### src/isa_pkg.sv
package isa_pkg;

  localparam int word_w    = 16;
  localparam int reg_idx_w = 3;
  localparam int op6_w     = 6;

  // Major opcode in instr_word[15:12]
  localparam logic [3:0] op_add = 4'd0;
  localparam logic [3:0] op_adi = 4'd1;
  localparam logic [3:0] op_ndu = 4'd2;
  localparam logic [3:0] op_lhi = 4'd3;
  localparam logic [3:0] op_lw  = 4'd4;
  localparam logic [3:0] op_sw  = 4'd5;
  localparam logic [3:0] op_lm  = 4'd6;
  localparam logic [3:0] op_sm  = 4'd7;
  localparam logic [3:0] op_beq = 4'd12;
  localparam logic [3:0] op_jal = 4'd8;
  localparam logic [3:0] op_jlr = 4'd9;

  // Condition field in instr_word[1:0]
  localparam logic [1:0] cond_none  = 2'b00;
  localparam logic [1:0] cond_zero  = 2'b01;
  localparam logic [1:0] cond_carry = 2'b10;

  localparam logic [op6_w-1:0] op6_illegal = '1;

  // PC source select
  localparam logic [1:0] pc_sel_seq        = 2'b00;
  localparam logic [1:0] pc_sel_branch_imm = 2'b01;
  localparam logic [1:0] pc_sel_reg        = 2'b10;

  // Write-back select
  localparam logic [1:0] wb_sel_alu = 2'b00;
  localparam logic [1:0] wb_sel_pc  = 2'b01;
  localparam logic [1:0] wb_sel_imm = 2'b10;
  localparam logic [1:0] wb_sel_mem = 2'b11;

  localparam logic [reg_idx_w-1:0] r7_idx = 3'd7; // PC lives in R7

  typedef enum logic [3:0] {
    cls_add,
    cls_adc,
    cls_adz,
    cls_ndu,
    cls_ndc,
    cls_ndz,
    cls_adi,
    cls_lhi,
    cls_lw,
    cls_sw,
    cls_beq,
    cls_jal,
    cls_jlr,
    cls_lm,
    cls_sm,
    cls_illegal
  } instr_class_t;

endpackage

### src/reg_field_decode.sv
`timescale 1ns/1ns

module reg_field_decode import isa_pkg::*; (
  input  logic                 clk,
  input  logic                 rst_n,
  input  logic                 instr_valid,
  input  logic [word_w-1:0]    instr_word,
  output logic                 s1_valid,
  output instr_class_t         s1_class,
  output logic [reg_idx_w-1:0] rs1,
  output logic [reg_idx_w-1:0] rs2,
  output logic [reg_idx_w-1:0] rd,
  output logic                 rs1_valid,
  output logic                 rs2_valid,
  output logic                 rd_valid,
  output logic                 r7_dest
);

  logic [3:0]           major;
  logic [1:0]           cond;
  instr_class_t         cls_d;
  logic [reg_idx_w-1:0] rs1_d, rs2_d, rd_d;
  logic                 rs1_valid_d, rs2_valid_d, rd_valid_d;
  logic                 r7_dest_d;

  assign major = instr_word[15:12];
  assign cond  = instr_word[1:0];

  // Opcode and condition to class
  always_comb begin
    case (major)
      op_add: begin
        case (cond)
          cond_none:  cls_d = cls_add;
          cond_carry: cls_d = cls_adc;
          cond_zero:  cls_d = cls_adz;
          default:    cls_d = cls_illegal;
        endcase
      end
      op_ndu: begin
        case (cond)
          cond_none:  cls_d = cls_ndu;
          cond_carry: cls_d = cls_ndc;
          cond_zero:  cls_d = cls_ndz;
          default:    cls_d = cls_illegal;
        endcase
      end
      op_adi:  cls_d = cls_adi;
      op_lhi:  cls_d = cls_lhi;
      op_lw:   cls_d = cls_lw;
      op_sw:   cls_d = cls_sw;
      op_lm:   cls_d = cls_lm;
      op_sm:   cls_d = cls_sm;
      op_beq:  cls_d = cls_beq;
      op_jal:  cls_d = cls_jal;
      op_jlr:  cls_d = cls_jlr;
      default: cls_d = cls_illegal; // Opcodes 10, 11, 13-15
    endcase
  end

  // Register field placement per group
  always_comb begin
    rs1_d       = '0;
    rs2_d       = '0;
    rd_d        = '0;
    rs1_valid_d = 1'b0;
    rs2_valid_d = 1'b0;
    rd_valid_d  = 1'b0;
    case (cls_d)
      cls_add, cls_adc, cls_adz, cls_ndu, cls_ndc, cls_ndz: begin
        rs1_d       = instr_word[11:9];
        rs2_d       = instr_word[8:6];
        rd_d        = instr_word[5:3];
        rs1_valid_d = 1'b1;
        rs2_valid_d = 1'b1;
        rd_valid_d  = 1'b1;
      end
      cls_adi: begin
        rs1_d       = instr_word[11:9];
        rd_d        = instr_word[8:6];
        rs1_valid_d = 1'b1;
        rd_valid_d  = 1'b1;
      end
      cls_lw: begin
        rs1_d       = instr_word[8:6]; // Base register
        rd_d        = instr_word[11:9];
        rs1_valid_d = 1'b1;
        rd_valid_d  = 1'b1;
      end
      cls_sw: begin
        rs1_d       = instr_word[8:6];
        rs2_d       = instr_word[11:9]; // Store data
        rs1_valid_d = 1'b1;
        rs2_valid_d = 1'b1;
      end
      cls_beq: begin
        rs1_d       = instr_word[11:9];
        rs2_d       = instr_word[8:6];
        rs1_valid_d = 1'b1;
        rs2_valid_d = 1'b1;
      end
      cls_lhi, cls_jal: begin
        rd_d       = instr_word[11:9];
        rd_valid_d = 1'b1;
      end
      cls_jlr: begin
        rs2_d       = instr_word[8:6];
        rd_d        = instr_word[11:9];
        rs2_valid_d = 1'b1;
        rd_valid_d  = 1'b1;
      end
      cls_lm: begin
        rs1_d       = instr_word[11:9];
        rs1_valid_d = 1'b1;
        rd_valid_d  = 1'b1; // Index filled in later by the LM/SM sequencer
      end
      cls_sm: begin
        rs1_d       = instr_word[11:9];
        rs1_valid_d = 1'b1;
        rs2_valid_d = 1'b1;
      end
      default: begin
      end
    endcase
  end

  assign r7_dest_d = rd_valid_d && (rd_d == r7_idx) && (cls_d != cls_lm) && (cls_d != cls_sm);

  always_ff @(posedge clk) begin
    if (!rst_n) begin
      s1_valid <= 1'b0;
    end else begin
      s1_valid <= instr_valid;
    end
  end

  always_ff @(posedge clk) begin
    if (instr_valid) begin
      s1_class  <= cls_d;
      rs1       <= rs1_d;
      rs2       <= rs2_d;
      rd        <= rd_d;
      rs1_valid <= rs1_valid_d;
      rs2_valid <= rs2_valid_d;
      rd_valid  <= rd_valid_d;
      r7_dest   <= r7_dest_d;
    end
  end

endmodule

### src/control_decode.sv
`timescale 1ns/1ns

module control_decode import isa_pkg::*; (
  input  logic                 clk,
  input  logic                 rst_n,
  input  logic                 s1_valid,
  input  instr_class_t         s1_class,
  input  logic [reg_idx_w-1:0] s1_rs1,
  input  logic [reg_idx_w-1:0] s1_rs2,
  input  logic [reg_idx_w-1:0] s1_rd,
  input  logic                 s1_rs1_valid,
  input  logic                 s1_rs2_valid,
  input  logic                 s1_rd_valid,
  input  logic                 s1_r7_dest,
  output logic                 out_valid,
  output logic [op6_w-1:0]     opcode,
  output logic                 lm_sm,
  output logic                 se6_se9_sel,
  output logic                 alu_op,
  output logic                 modify_carry,
  output logic                 modify_zero,
  output logic [1:0]           cond_sel,
  output logic [1:0]           pc_sel,
  output logic                 mem_read,
  output logic                 mem_write,
  output logic [1:0]           wb_sel,
  output logic                 reg_write,
  output logic [reg_idx_w-1:0] rs1,
  output logic [reg_idx_w-1:0] rs2,
  output logic [reg_idx_w-1:0] rd,
  output logic                 rs1_valid,
  output logic                 rs2_valid,
  output logic                 rd_valid,
  output logic                 r7_dest
);

  logic [1:0]       cond_d;
  logic [op6_w-1:0] opcode_d;
  logic             lm_sm_d, se6_se9_sel_d, alu_op_d;
  logic             modify_carry_d, modify_zero_d;
  logic [1:0]       cond_sel_d, pc_sel_d, wb_sel_d;
  logic             mem_read_d, mem_write_d, reg_write_d;

  // Condition code recovered from the class
  always_comb begin
    case (s1_class)
      cls_adc, cls_ndc: cond_d = cond_carry;
      cls_adz, cls_ndz: cond_d = cond_zero;
      default:          cond_d = cond_none;
    endcase
  end

  always_comb begin
    opcode_d       = op6_illegal;
    lm_sm_d        = 1'b0;
    se6_se9_sel_d  = 1'b0;
    alu_op_d       = 1'b0;
    modify_carry_d = 1'b0;
    modify_zero_d  = 1'b0;
    cond_sel_d     = cond_none;
    pc_sel_d       = pc_sel_seq;
    mem_read_d     = 1'b0;
    mem_write_d    = 1'b0;
    wb_sel_d       = wb_sel_alu;
    reg_write_d    = 1'b0;
    case (s1_class)
      cls_add, cls_adc, cls_adz: begin
        opcode_d       = {op_add, cond_d};
        modify_carry_d = 1'b1;
        modify_zero_d  = 1'b1;
        cond_sel_d     = cond_d;
        reg_write_d    = 1'b1;
      end
      cls_ndu, cls_ndc, cls_ndz: begin
        opcode_d      = {op_ndu, cond_d};
        alu_op_d      = 1'b1; // NAND
        modify_zero_d = 1'b1;
        cond_sel_d    = cond_d;
        reg_write_d   = 1'b1;
      end
      cls_adi: begin
        opcode_d       = {op_adi, 2'b00};
        modify_carry_d = 1'b1;
        modify_zero_d  = 1'b1;
        reg_write_d    = 1'b1;
      end
      cls_lhi: begin
        opcode_d      = {op_lhi, 2'b00};
        se6_se9_sel_d = 1'b1; // 9-bit immediate
        wb_sel_d      = wb_sel_imm;
        reg_write_d   = 1'b1;
      end
      cls_lw: begin
        opcode_d    = {op_lw, 2'b00};
        mem_read_d  = 1'b1;
        wb_sel_d    = wb_sel_mem;
        reg_write_d = 1'b1;
      end
      cls_sw: begin
        opcode_d    = {op_sw, 2'b00};
        mem_write_d = 1'b1;
      end
      cls_beq: begin
        opcode_d = {op_beq, 2'b00};
        pc_sel_d = pc_sel_branch_imm;
      end
      cls_jal: begin
        opcode_d      = {op_jal, 2'b00};
        se6_se9_sel_d = 1'b1;
        pc_sel_d      = pc_sel_branch_imm;
        wb_sel_d      = wb_sel_pc; // Link address
        reg_write_d   = 1'b1;
      end
      cls_jlr: begin
        opcode_d    = {op_jlr, 2'b00};
        pc_sel_d    = pc_sel_reg;
        wb_sel_d    = wb_sel_pc;
        reg_write_d = 1'b1;
      end
      cls_lm: begin
        opcode_d   = {op_lm, 2'b00};
        lm_sm_d    = 1'b1;
        mem_read_d = 1'b1;
        wb_sel_d   = wb_sel_mem;
      end
      cls_sm: begin
        opcode_d = {op_sm, 2'b00};
        lm_sm_d  = 1'b1; // Write strobe comes from the sequencer
      end
      default: begin
      end
    endcase
  end

  always_ff @(posedge clk) begin
    if (!rst_n) begin
      out_valid <= 1'b0;
      lm_sm     <= 1'b0;
      mem_read  <= 1'b0;
      mem_write <= 1'b0;
      reg_write <= 1'b0;
    end else begin
      out_valid <= s1_valid;
      if (s1_valid) begin
        lm_sm     <= lm_sm_d;
        mem_read  <= mem_read_d;
        mem_write <= mem_write_d;
        reg_write <= reg_write_d;
      end
    end
  end

  always_ff @(posedge clk) begin
    if (s1_valid) begin
      opcode       <= opcode_d;
      se6_se9_sel  <= se6_se9_sel_d;
      alu_op       <= alu_op_d;
      modify_carry <= modify_carry_d;
      modify_zero  <= modify_zero_d;
      cond_sel     <= cond_sel_d;
      pc_sel       <= pc_sel_d;
      wb_sel       <= wb_sel_d;
      rs1          <= s1_rs1;
      rs2          <= s1_rs2;
      rd           <= s1_rd;
      rs1_valid    <= s1_rs1_valid;
      rs2_valid    <= s1_rs2_valid;
      rd_valid     <= s1_rd_valid;
      r7_dest      <= s1_r7_dest;
    end
  end

endmodule

### src/instr_decoder.sv
`timescale 1ns/1ns

module instr_decoder import isa_pkg::*; (
  input  logic                 clk,
  input  logic                 rst_n,
  input  logic                 instr_valid,
  input  logic [word_w-1:0]    instr_word,
  output logic                 out_valid,
  output logic [op6_w-1:0]     opcode,
  output logic                 lm_sm,
  output logic                 se6_se9_sel,
  output logic                 alu_op,
  output logic                 modify_carry,
  output logic                 modify_zero,
  output logic [1:0]           cond_sel,
  output logic [1:0]           pc_sel,
  output logic                 mem_read,
  output logic                 mem_write,
  output logic [1:0]           wb_sel,
  output logic                 reg_write,
  output logic [reg_idx_w-1:0] rs1,
  output logic [reg_idx_w-1:0] rs2,
  output logic [reg_idx_w-1:0] rd,
  output logic                 rs1_valid,
  output logic                 rs2_valid,
  output logic                 rd_valid,
  output logic                 r7_dest
);

  logic                 s1_valid;
  instr_class_t         s1_class;
  logic [reg_idx_w-1:0] s1_rs1, s1_rs2, s1_rd;
  logic                 s1_rs1_valid, s1_rs2_valid, s1_rd_valid;
  logic                 s1_r7_dest;

  reg_field_decode field_dec_i ( // Stage one
    .clk         (clk),
    .rst_n       (rst_n),
    .instr_valid (instr_valid),
    .instr_word  (instr_word),
    .s1_valid    (s1_valid),
    .s1_class    (s1_class),
    .rs1         (s1_rs1),
    .rs2         (s1_rs2),
    .rd          (s1_rd),
    .rs1_valid   (s1_rs1_valid),
    .rs2_valid   (s1_rs2_valid),
    .rd_valid    (s1_rd_valid),
    .r7_dest     (s1_r7_dest)
  );

  control_decode ctrl_dec_i ( // Stage two
    .clk          (clk),
    .rst_n        (rst_n),
    .s1_valid     (s1_valid),
    .s1_class     (s1_class),
    .s1_rs1       (s1_rs1),
    .s1_rs2       (s1_rs2),
    .s1_rd        (s1_rd),
    .s1_rs1_valid (s1_rs1_valid),
    .s1_rs2_valid (s1_rs2_valid),
    .s1_rd_valid  (s1_rd_valid),
    .s1_r7_dest   (s1_r7_dest),
    .out_valid    (out_valid),
    .opcode       (opcode),
    .lm_sm        (lm_sm),
    .se6_se9_sel  (se6_se9_sel),
    .alu_op       (alu_op),
    .modify_carry (modify_carry),
    .modify_zero  (modify_zero),
    .cond_sel     (cond_sel),
    .pc_sel       (pc_sel),
    .mem_read     (mem_read),
    .mem_write    (mem_write),
    .wb_sel       (wb_sel),
    .reg_write    (reg_write),
    .rs1          (rs1),
    .rs2          (rs2),
    .rd           (rd),
    .rs1_valid    (rs1_valid),
    .rs2_valid    (rs2_valid),
    .rd_valid     (rd_valid),
    .r7_dest      (r7_dest)
  );

endmodule

### config.mk
export PLATFORM = sky130hd
export DESIGN_NAME = instr_decoder
export DESIGN_NICKNAME = d
export VERILOG_FILES = /design/src/isa_pkg.sv /design/src/reg_field_decode.sv /design/src/control_decode.sv /design/src/instr_decoder.sv
export SDC_FILE = /design/constraint.sdc
export NUM_CORES = 1
export LEC_CHECK = 0
export BUFFER_PORTS_ARGS = -buffer_cell sky130_fd_sc_hd__buf_4
export CAP_MARGIN = 10
export CORE_UTILIZATION = 53
export DETAILED_ROUTE_END_ITERATION = 8
export PLACE_DENSITY_LB_ADDON = 0.1
export SYNTH_ARGS = -nofsm -noshare
export SYNTH_HDL_FRONTEND = slang
export SYNTH_HIERARCHICAL = 1
export SYNTH_SLANG_ARGS = --single-unit
### constraint.sdc
create_clock -name clk -period 3.01 [get_ports clk]
set_input_delay 0.7525 -clock clk [delete_from_list [all_inputs] [get_ports clk]]
set_output_delay 0.7525 -clock clk [all_outputs]
set_load 0.02 [all_outputs]
======== Yosys cells after proc, flatten, opt, wreduce, memory -nomap -nowiden ========
Cells that the tools add are included.
cells by class
  equality and inequality tests ........... 43
  muxes and demuxes ....................... 21
  reduce and logical (&&, ||, !) cells .... 28
operators by type and width
  operator                                             count
  equality test 4 bit, second input constant           17
  case mux 6 bit (11 select lines)                     1
  equality test 4 x 3 -> 1 bit, second input constant  12
  case mux 4 bit (11 select lines)                     1
  equality test 4 x 2 -> 1 bit, second input constant  6
  case mux 4 bit (3 select lines)                      2
  OR reduction 12 bit                                  2
  OR reduction 10 bit                                  2
  OR reduction 2 bit                                   8
  equality test 4 x 1 -> 1 bit, second input constant  3
  zero test 4 bit                                      3
  case mux 3 bit (2 select lines)                      2
  OR reduction 6 bit                                   2
  2-to-1 mux 1 bit                                     11
  OR reduction 11 bit                                  1
  case mux 3 bit (3 select lines)                      1
  inequality test 4 bit, second input constant         2
  case mux 2 bit (2 select lines)                      2
  OR reduction 4 bit                                   2
  OR reduction 8 bit                                   1
  OR reduction 7 bit                                   1
  case mux 2 bit (3 select lines)                      1
  OR reduction 3 bit                                   2
  equality test 3 bit, second input constant           1
  4 further kinds                                      6
storage, ports and cells
  register bits after elaboration ......... 52
  input port bits ......................... 19
  output and inout bits ................... 34
  word-level logic and storage cells ...... 121

======== Logic depth before layout (Yosys ltp) ========
  depth in word-level cells ............... 10
  depth in mapped cells ................... 10
  depth with buffers taken out ............ 10

======== By module ========
Netlist, hierarchy kept.
modules (own cells, without submodules)
  module            instances  cells an instance  area an instance (um2)  seq. area each (um2)
  control_decode    1          94                 1343.8                  970.9
  reg_field_decode  1          95                 1052.3                  530.5

======== Worst setup path before layout ========
Ideal clock, no wire load.
  path type ............................... input to register
  start point ............................. in instr_word[0]
  end point ............................... reg field_dec_i.r7_dest (data pin)
  library setup time ...................... 0.255 ns
  data arrival time ....................... 2.517 ns
  required time ........................... 2.755 ns
  path slack .............................. 0.238 ns
  stages on the path ...................... 10
  buffers on the path ..................... 0
  cells stage by stage .................... inv_1 -> ha_1 -> or3b_1 -> a211o_1 -> o211ai_4 -> inv_6 -> mux2i_1 -> o22ai_1 -> a211o_1 -> and3_1
on the way
  word-level cells in the longest chain between the ends .. 10
  elaborated cells between the ends (all ways) .. 29
  those cells by class .................... eq/ne (16); mux (5); reduce/logical (8)
RTL lines
  item                                                             line                                            text
  start, declared                                                  instr_decoder.sv:7                              input logic [word_w-1:0] instr_word,
  equality test 2 x 1 -> 1 bit (tied with other cells)             reg_field_decode.sv:33, reg_field_decode.sv:41
  case mux 4 bit (3 select lines), on equally long branches        reg_field_decode.sv:41, reg_field_decode.sv:33
  case mux 4 bit (11 select lines) *                               reg_field_decode.sv:31                          case (major)
  named net field_dec_i.cls_d[0]                                   reg_field_decode.sv:21                          instr_class_t cls_d;
  equality test 4 x 1 -> 1 bit (tied with other cells)             reg_field_decode.sv:69                          case (cls_d)
  OR reduction 6 bit / OR reduction 4 bit (equally long branches)  --
  case mux 3 bit (3 select lines) *                                reg_field_decode.sv:69
  named net field_dec_i.rd_d[0]                                    reg_field_decode.sv:22                          logic [reg_idx_w-1:0] rs1_d, rs2_d, rd_d;
  equality test 3 bit *                                            reg_field_decode.sv:127                         assign r7_dest_d = rd_valid_d && (rd_d == r7_idx) && (cls_d != cls_lm) && (cls_d != cls_sm);
  logical AND 1 bit * (3 in series)                                reg_field_decode.sv:127
  named net field_dec_i.r7_dest_d                                  reg_field_decode.sv:24                          logic r7_dest_d;
  end signal, assigned                                             reg_field_decode.sv:146                         r7_dest <= r7_dest_d;
  end, declared                                                    reg_field_decode.sv:16                          output logic r7_dest
The timed path passes the listed nets; every way through them passes the cells marked *.
A chain may end at the register's enable or synchronous reset.

======== Worst setup path after layout ========
Ends and elaborated chain as after synthesis.

==> metrics.md <==
| Metric | Value |
|---|---|
| Dpl hpwl | 3080 µm |
| Starting Density | 0.550 |
| Number of vias per cell | 5.48 |
| Initial DRC Count | 127 |
| R2r startpoint | field_dec_i/s1_valid$_SDFF_PN0_ |
| Antenna violations before repair | 0 |
| Critical Path, Cell by Cell | buf_4 > inv_1 > ha_1 > or3b_1 > a211o_1 > o211ai_4 > inv_6 > mux2i_1 > o22ai_1 > a211o_1 > and3_1 |
| Worst Hold Class | reg2reg |
| Final WL | 4080 µm |
| Cell Area, Placed | between 2000 and 3000 µm² |
| Worst Clk Skew | approximately 0.0035 ns |
| Fill count | between 300 and 400 |
| CTS root buf | clkbuf_8 |
| Yosys cell types | 51 |
| Async set or reset register ratio after synthesis | 0 |
| Post-CTS Setup Bufs | 0 |
| Worst hold start | field_dec_i/rs1_valid$_DFFE_PP_ |
| Vias in the first global route | 1,549 |
| Syn Nets | 213 |
| WL/cell | 13.8 µm |
| Storage cell area | 1500 µm² |
| CP Data Required Time | around 3.1 ns |
| Area occupied by multi-input gates | 767 µm² |
| EDFF count, synth | 46 |
| Critical Path AT | 2.82 ns |
| Flop2flop setup slack | 1.46 ns |
| Static Leakage | approximately 1.2 nW |
| Die width | 69.2 µm |
| Antenna cell count | 0 |
| WS Path Type | in2reg |
| Num CTS Buffers | 5 |
| GR Overflow Total | 0 |
| Cell area after layout | about 2900 µm² |
| Die area | around 4800 µm² |
| IO buf count | 51 |
| Pin count of the biggest net entering global routing | 20 |
| Share of layout cells above drive strength 1 | 0.307 |
| FF-to-FF End | ctrl_dec_i/reg_write$_SDFFE_PN0P_ |
| Sum of buffers and inverters on the critical path | 3 |
| CP top delay family | compound AO/OA/AOI/OAI gates |
| Ys Warns | 6 |
| Maximum Capacitance Violations | 0 |
| Top Ports | 53 |
| Final hold vios | 0 |
| Most frequent CP cell | a211o_1 |
| Status | complete, no violations |
| Biggest register | ctrl_dec_i/opcode |
| Register-to-Register Path Depth | 4 |
| CTS tree | built |
| Die Y | 69.2 µm |
| Power per cell area | 536 nW/µm² |
| Startpoint type of the worst setup path | input port |
| Period utilization | 0.916 |
| Post-DRT Antenna Nets | 0 |
| Sequential fraction of the synthesis area | 0.627 |
| CTS max path bufs | 2 |
| Area delta synth->final | 21.3% |
| Most frequent cells in the layout | buf_4 (57), edfxtp_1 (46), nand2_1 (14) |
| Post-Syn Area | 2400 µm² |
| Tmin final | 2.76 ns |
| Post-CTS Resized | 0 |
| Rel. slew slack | 0.518 |
| Total Nets Final | between 200 and 300 |
| Worst-Margin Slew | between 0.7 and 0.8 ns |
| DRC Markers | 0 |
| Cell row count | 24 |
| Hold Crit Endpoint | ctrl_dec_i/rs1_valid$_DFFE_PP_ |
| Final Max Slew Viols | 0 |
| Clock slew at reported path FFs | approximately 0.090 ns |
| GRT Overall Usage | 0.180 |
| RD Place Congestion | 0.831 |
| First-pass GRT wire length | 6910 µm |
| Power consumption | 1.56 mW |
| Clock Sinks | 52 |
| Via count | 1,621 |
| Max FFs per register | 6 |
| CP endpoint kind | flip-flop |
| H-tree depth | 2 |
| Worst vdd ir | 194 µV |
| Slowest stage delay, CP | 0.37 ns |
| Hold Crit Depth | 0 |
| Commonest non-fill, non-tap cell in the layout | buf_4 |
| Largest registers | ctrl_dec_i/opcode x6, field_dec_i/s1_class x4 |
| Slowest-stage cell, CP | or3b_1 |
| CP Max Fanout | 3 |
| #FFs+latches synth | 52 |
| Peak Freq | 363 MHz |
| Syn Area/Cell | around 13 µm² |
| Drt first pass iters | 4 |
| Worst-Skew Late Latency | ~0.3 ns |
| Post-Synthesis Cells | around 190 |
| Top FF cell, synth | edfxtp_1 |
| CTS Hold Bufs | 0 |
| Core region area | ~4400 µm² |
| RSZ-0062 raised after global routing | false |
| Final setup viols | 0 |
==> logic make-up after synthesis <==
group | Yosys count | share of synthesized area
compound gates | 49 | 0.147
fa+ha+maj | 5 | 0.0261
xor+xnor | 4 | 0.0146
mux | 1 | 0.00418
buf+inv | 23 | 0.0533
simple gates | 55 | 0.128
flops | 52 | 0.627
==> worst register-to-register path: cells and delay by family (launching register included) <==
family / cells / cell delay [ns]
AND/OR/NAND/NOR: 1 / 0.07
AO/OA/AOI/OAI: 2 / 0.21
buffers and inverters: 1 / 0.36
flip-flops: 1 / 0.80
==> synth_stat cells (3+ instances only) <==
cell | instances | area (µm²)
dfxtp_1 | 6 | 120
a211o_1 | 3 | 26.3
nor4_1 | 3 | 18.8
a21oi_1 | 8 | 40.0
a21boi_0 | 3 | 22.5
nor2b_1 | 3 | 18.8
ha_1 | 5 | 62.6
nor3_1 | 3 | 15.0
xnor2_1 | 4 | 35.0
edfxtp_1 | 46 | 1380
buf_4 | 5 | 37.5
inv_1 | 8 | 30.0
and3_1 | 7 | 43.8
nand2_1 | 14 | 52.6
nor2_1 | 10 | 37.5
o21ai_0 | 10 | 50.1
a22o_1 | 6 | 52.6
==> layer usage <==
metal / up-vias / routed length [µm] / global-route usage
met3: 7 / 171 / 0.0422
met1: 761 / 1760 / 0.214
met4: 0 / 44 / 0.0522
li1: 810 / - / -
met2: 43 / 2100 / 0.324
met5: - / 0 / 0
==> report_power, final <==
group | switching [mW] | internal [mW]
Combinational | 0.152 | 0.121
Sequential | 0.0419 | 0.862
Clock | 0.215 | 0.166
Total | 0.409 | 1.15
==> how the worst max path moves through the flow <==
| stage | startpoint | to | slack [ns] | depth (start not counted) |
|---|---|---|---|---|
| floorplan | instr_word[0] | field_dec_i/r7_dest$_DFFE_PP_ | 0.24 | 10 |
| global placement | instr_word[0] | field_dec_i/r7_dest$_DFFE_PP_ | 0.05 | 11 |
| detailed placement | instr_word[0] | field_dec_i/r7_dest$_DFFE_PP_ | -0.07 | 11 |
| finish | instr_word[0] | field_dec_i/r7_dest$_DFFE_PP_ | 0.25 | 11 |
| CTS | instr_word[0] | field_dec_i/r7_dest$_DFFE_PP_ | 0.26 | 11 |
| global route | instr_word[0] | field_dec_i/r7_dest$_DFFE_PP_ | 0.13 | 12 |
==> final cells by class <==
type / count / share of cell area
Timing Repair Buffer: 57 / 0.147
Tap cell: 52 / 0.0224
Sequential cell: 52 / 0.517
Clock buffer: 5 / 0.0237
Clock inverter: 3 / 0.00775
Inverter: 13 / 0.0185
Multi-Input combinational cell: 114 / 0.264
==> per-stage QoR <==
stage	TNS, ns	util	hold WS, ns	worst slack (ns)	cells
6_report	0	0.668	0.424	0.253	296
5_1_grt	0	0.668	0.433	0.134	296
4_1_cts	0	0.668	0.427	0.259	296
3_5_place_dp	-0.0666	0.647	0.405	-0.0666	288
3_3_place_gp	0	0.647	0.402	0.0518	288
2_1_floorplan	0	-	0.400	0.238	189
No activity file was read; power rests on OpenSTA's default activity.
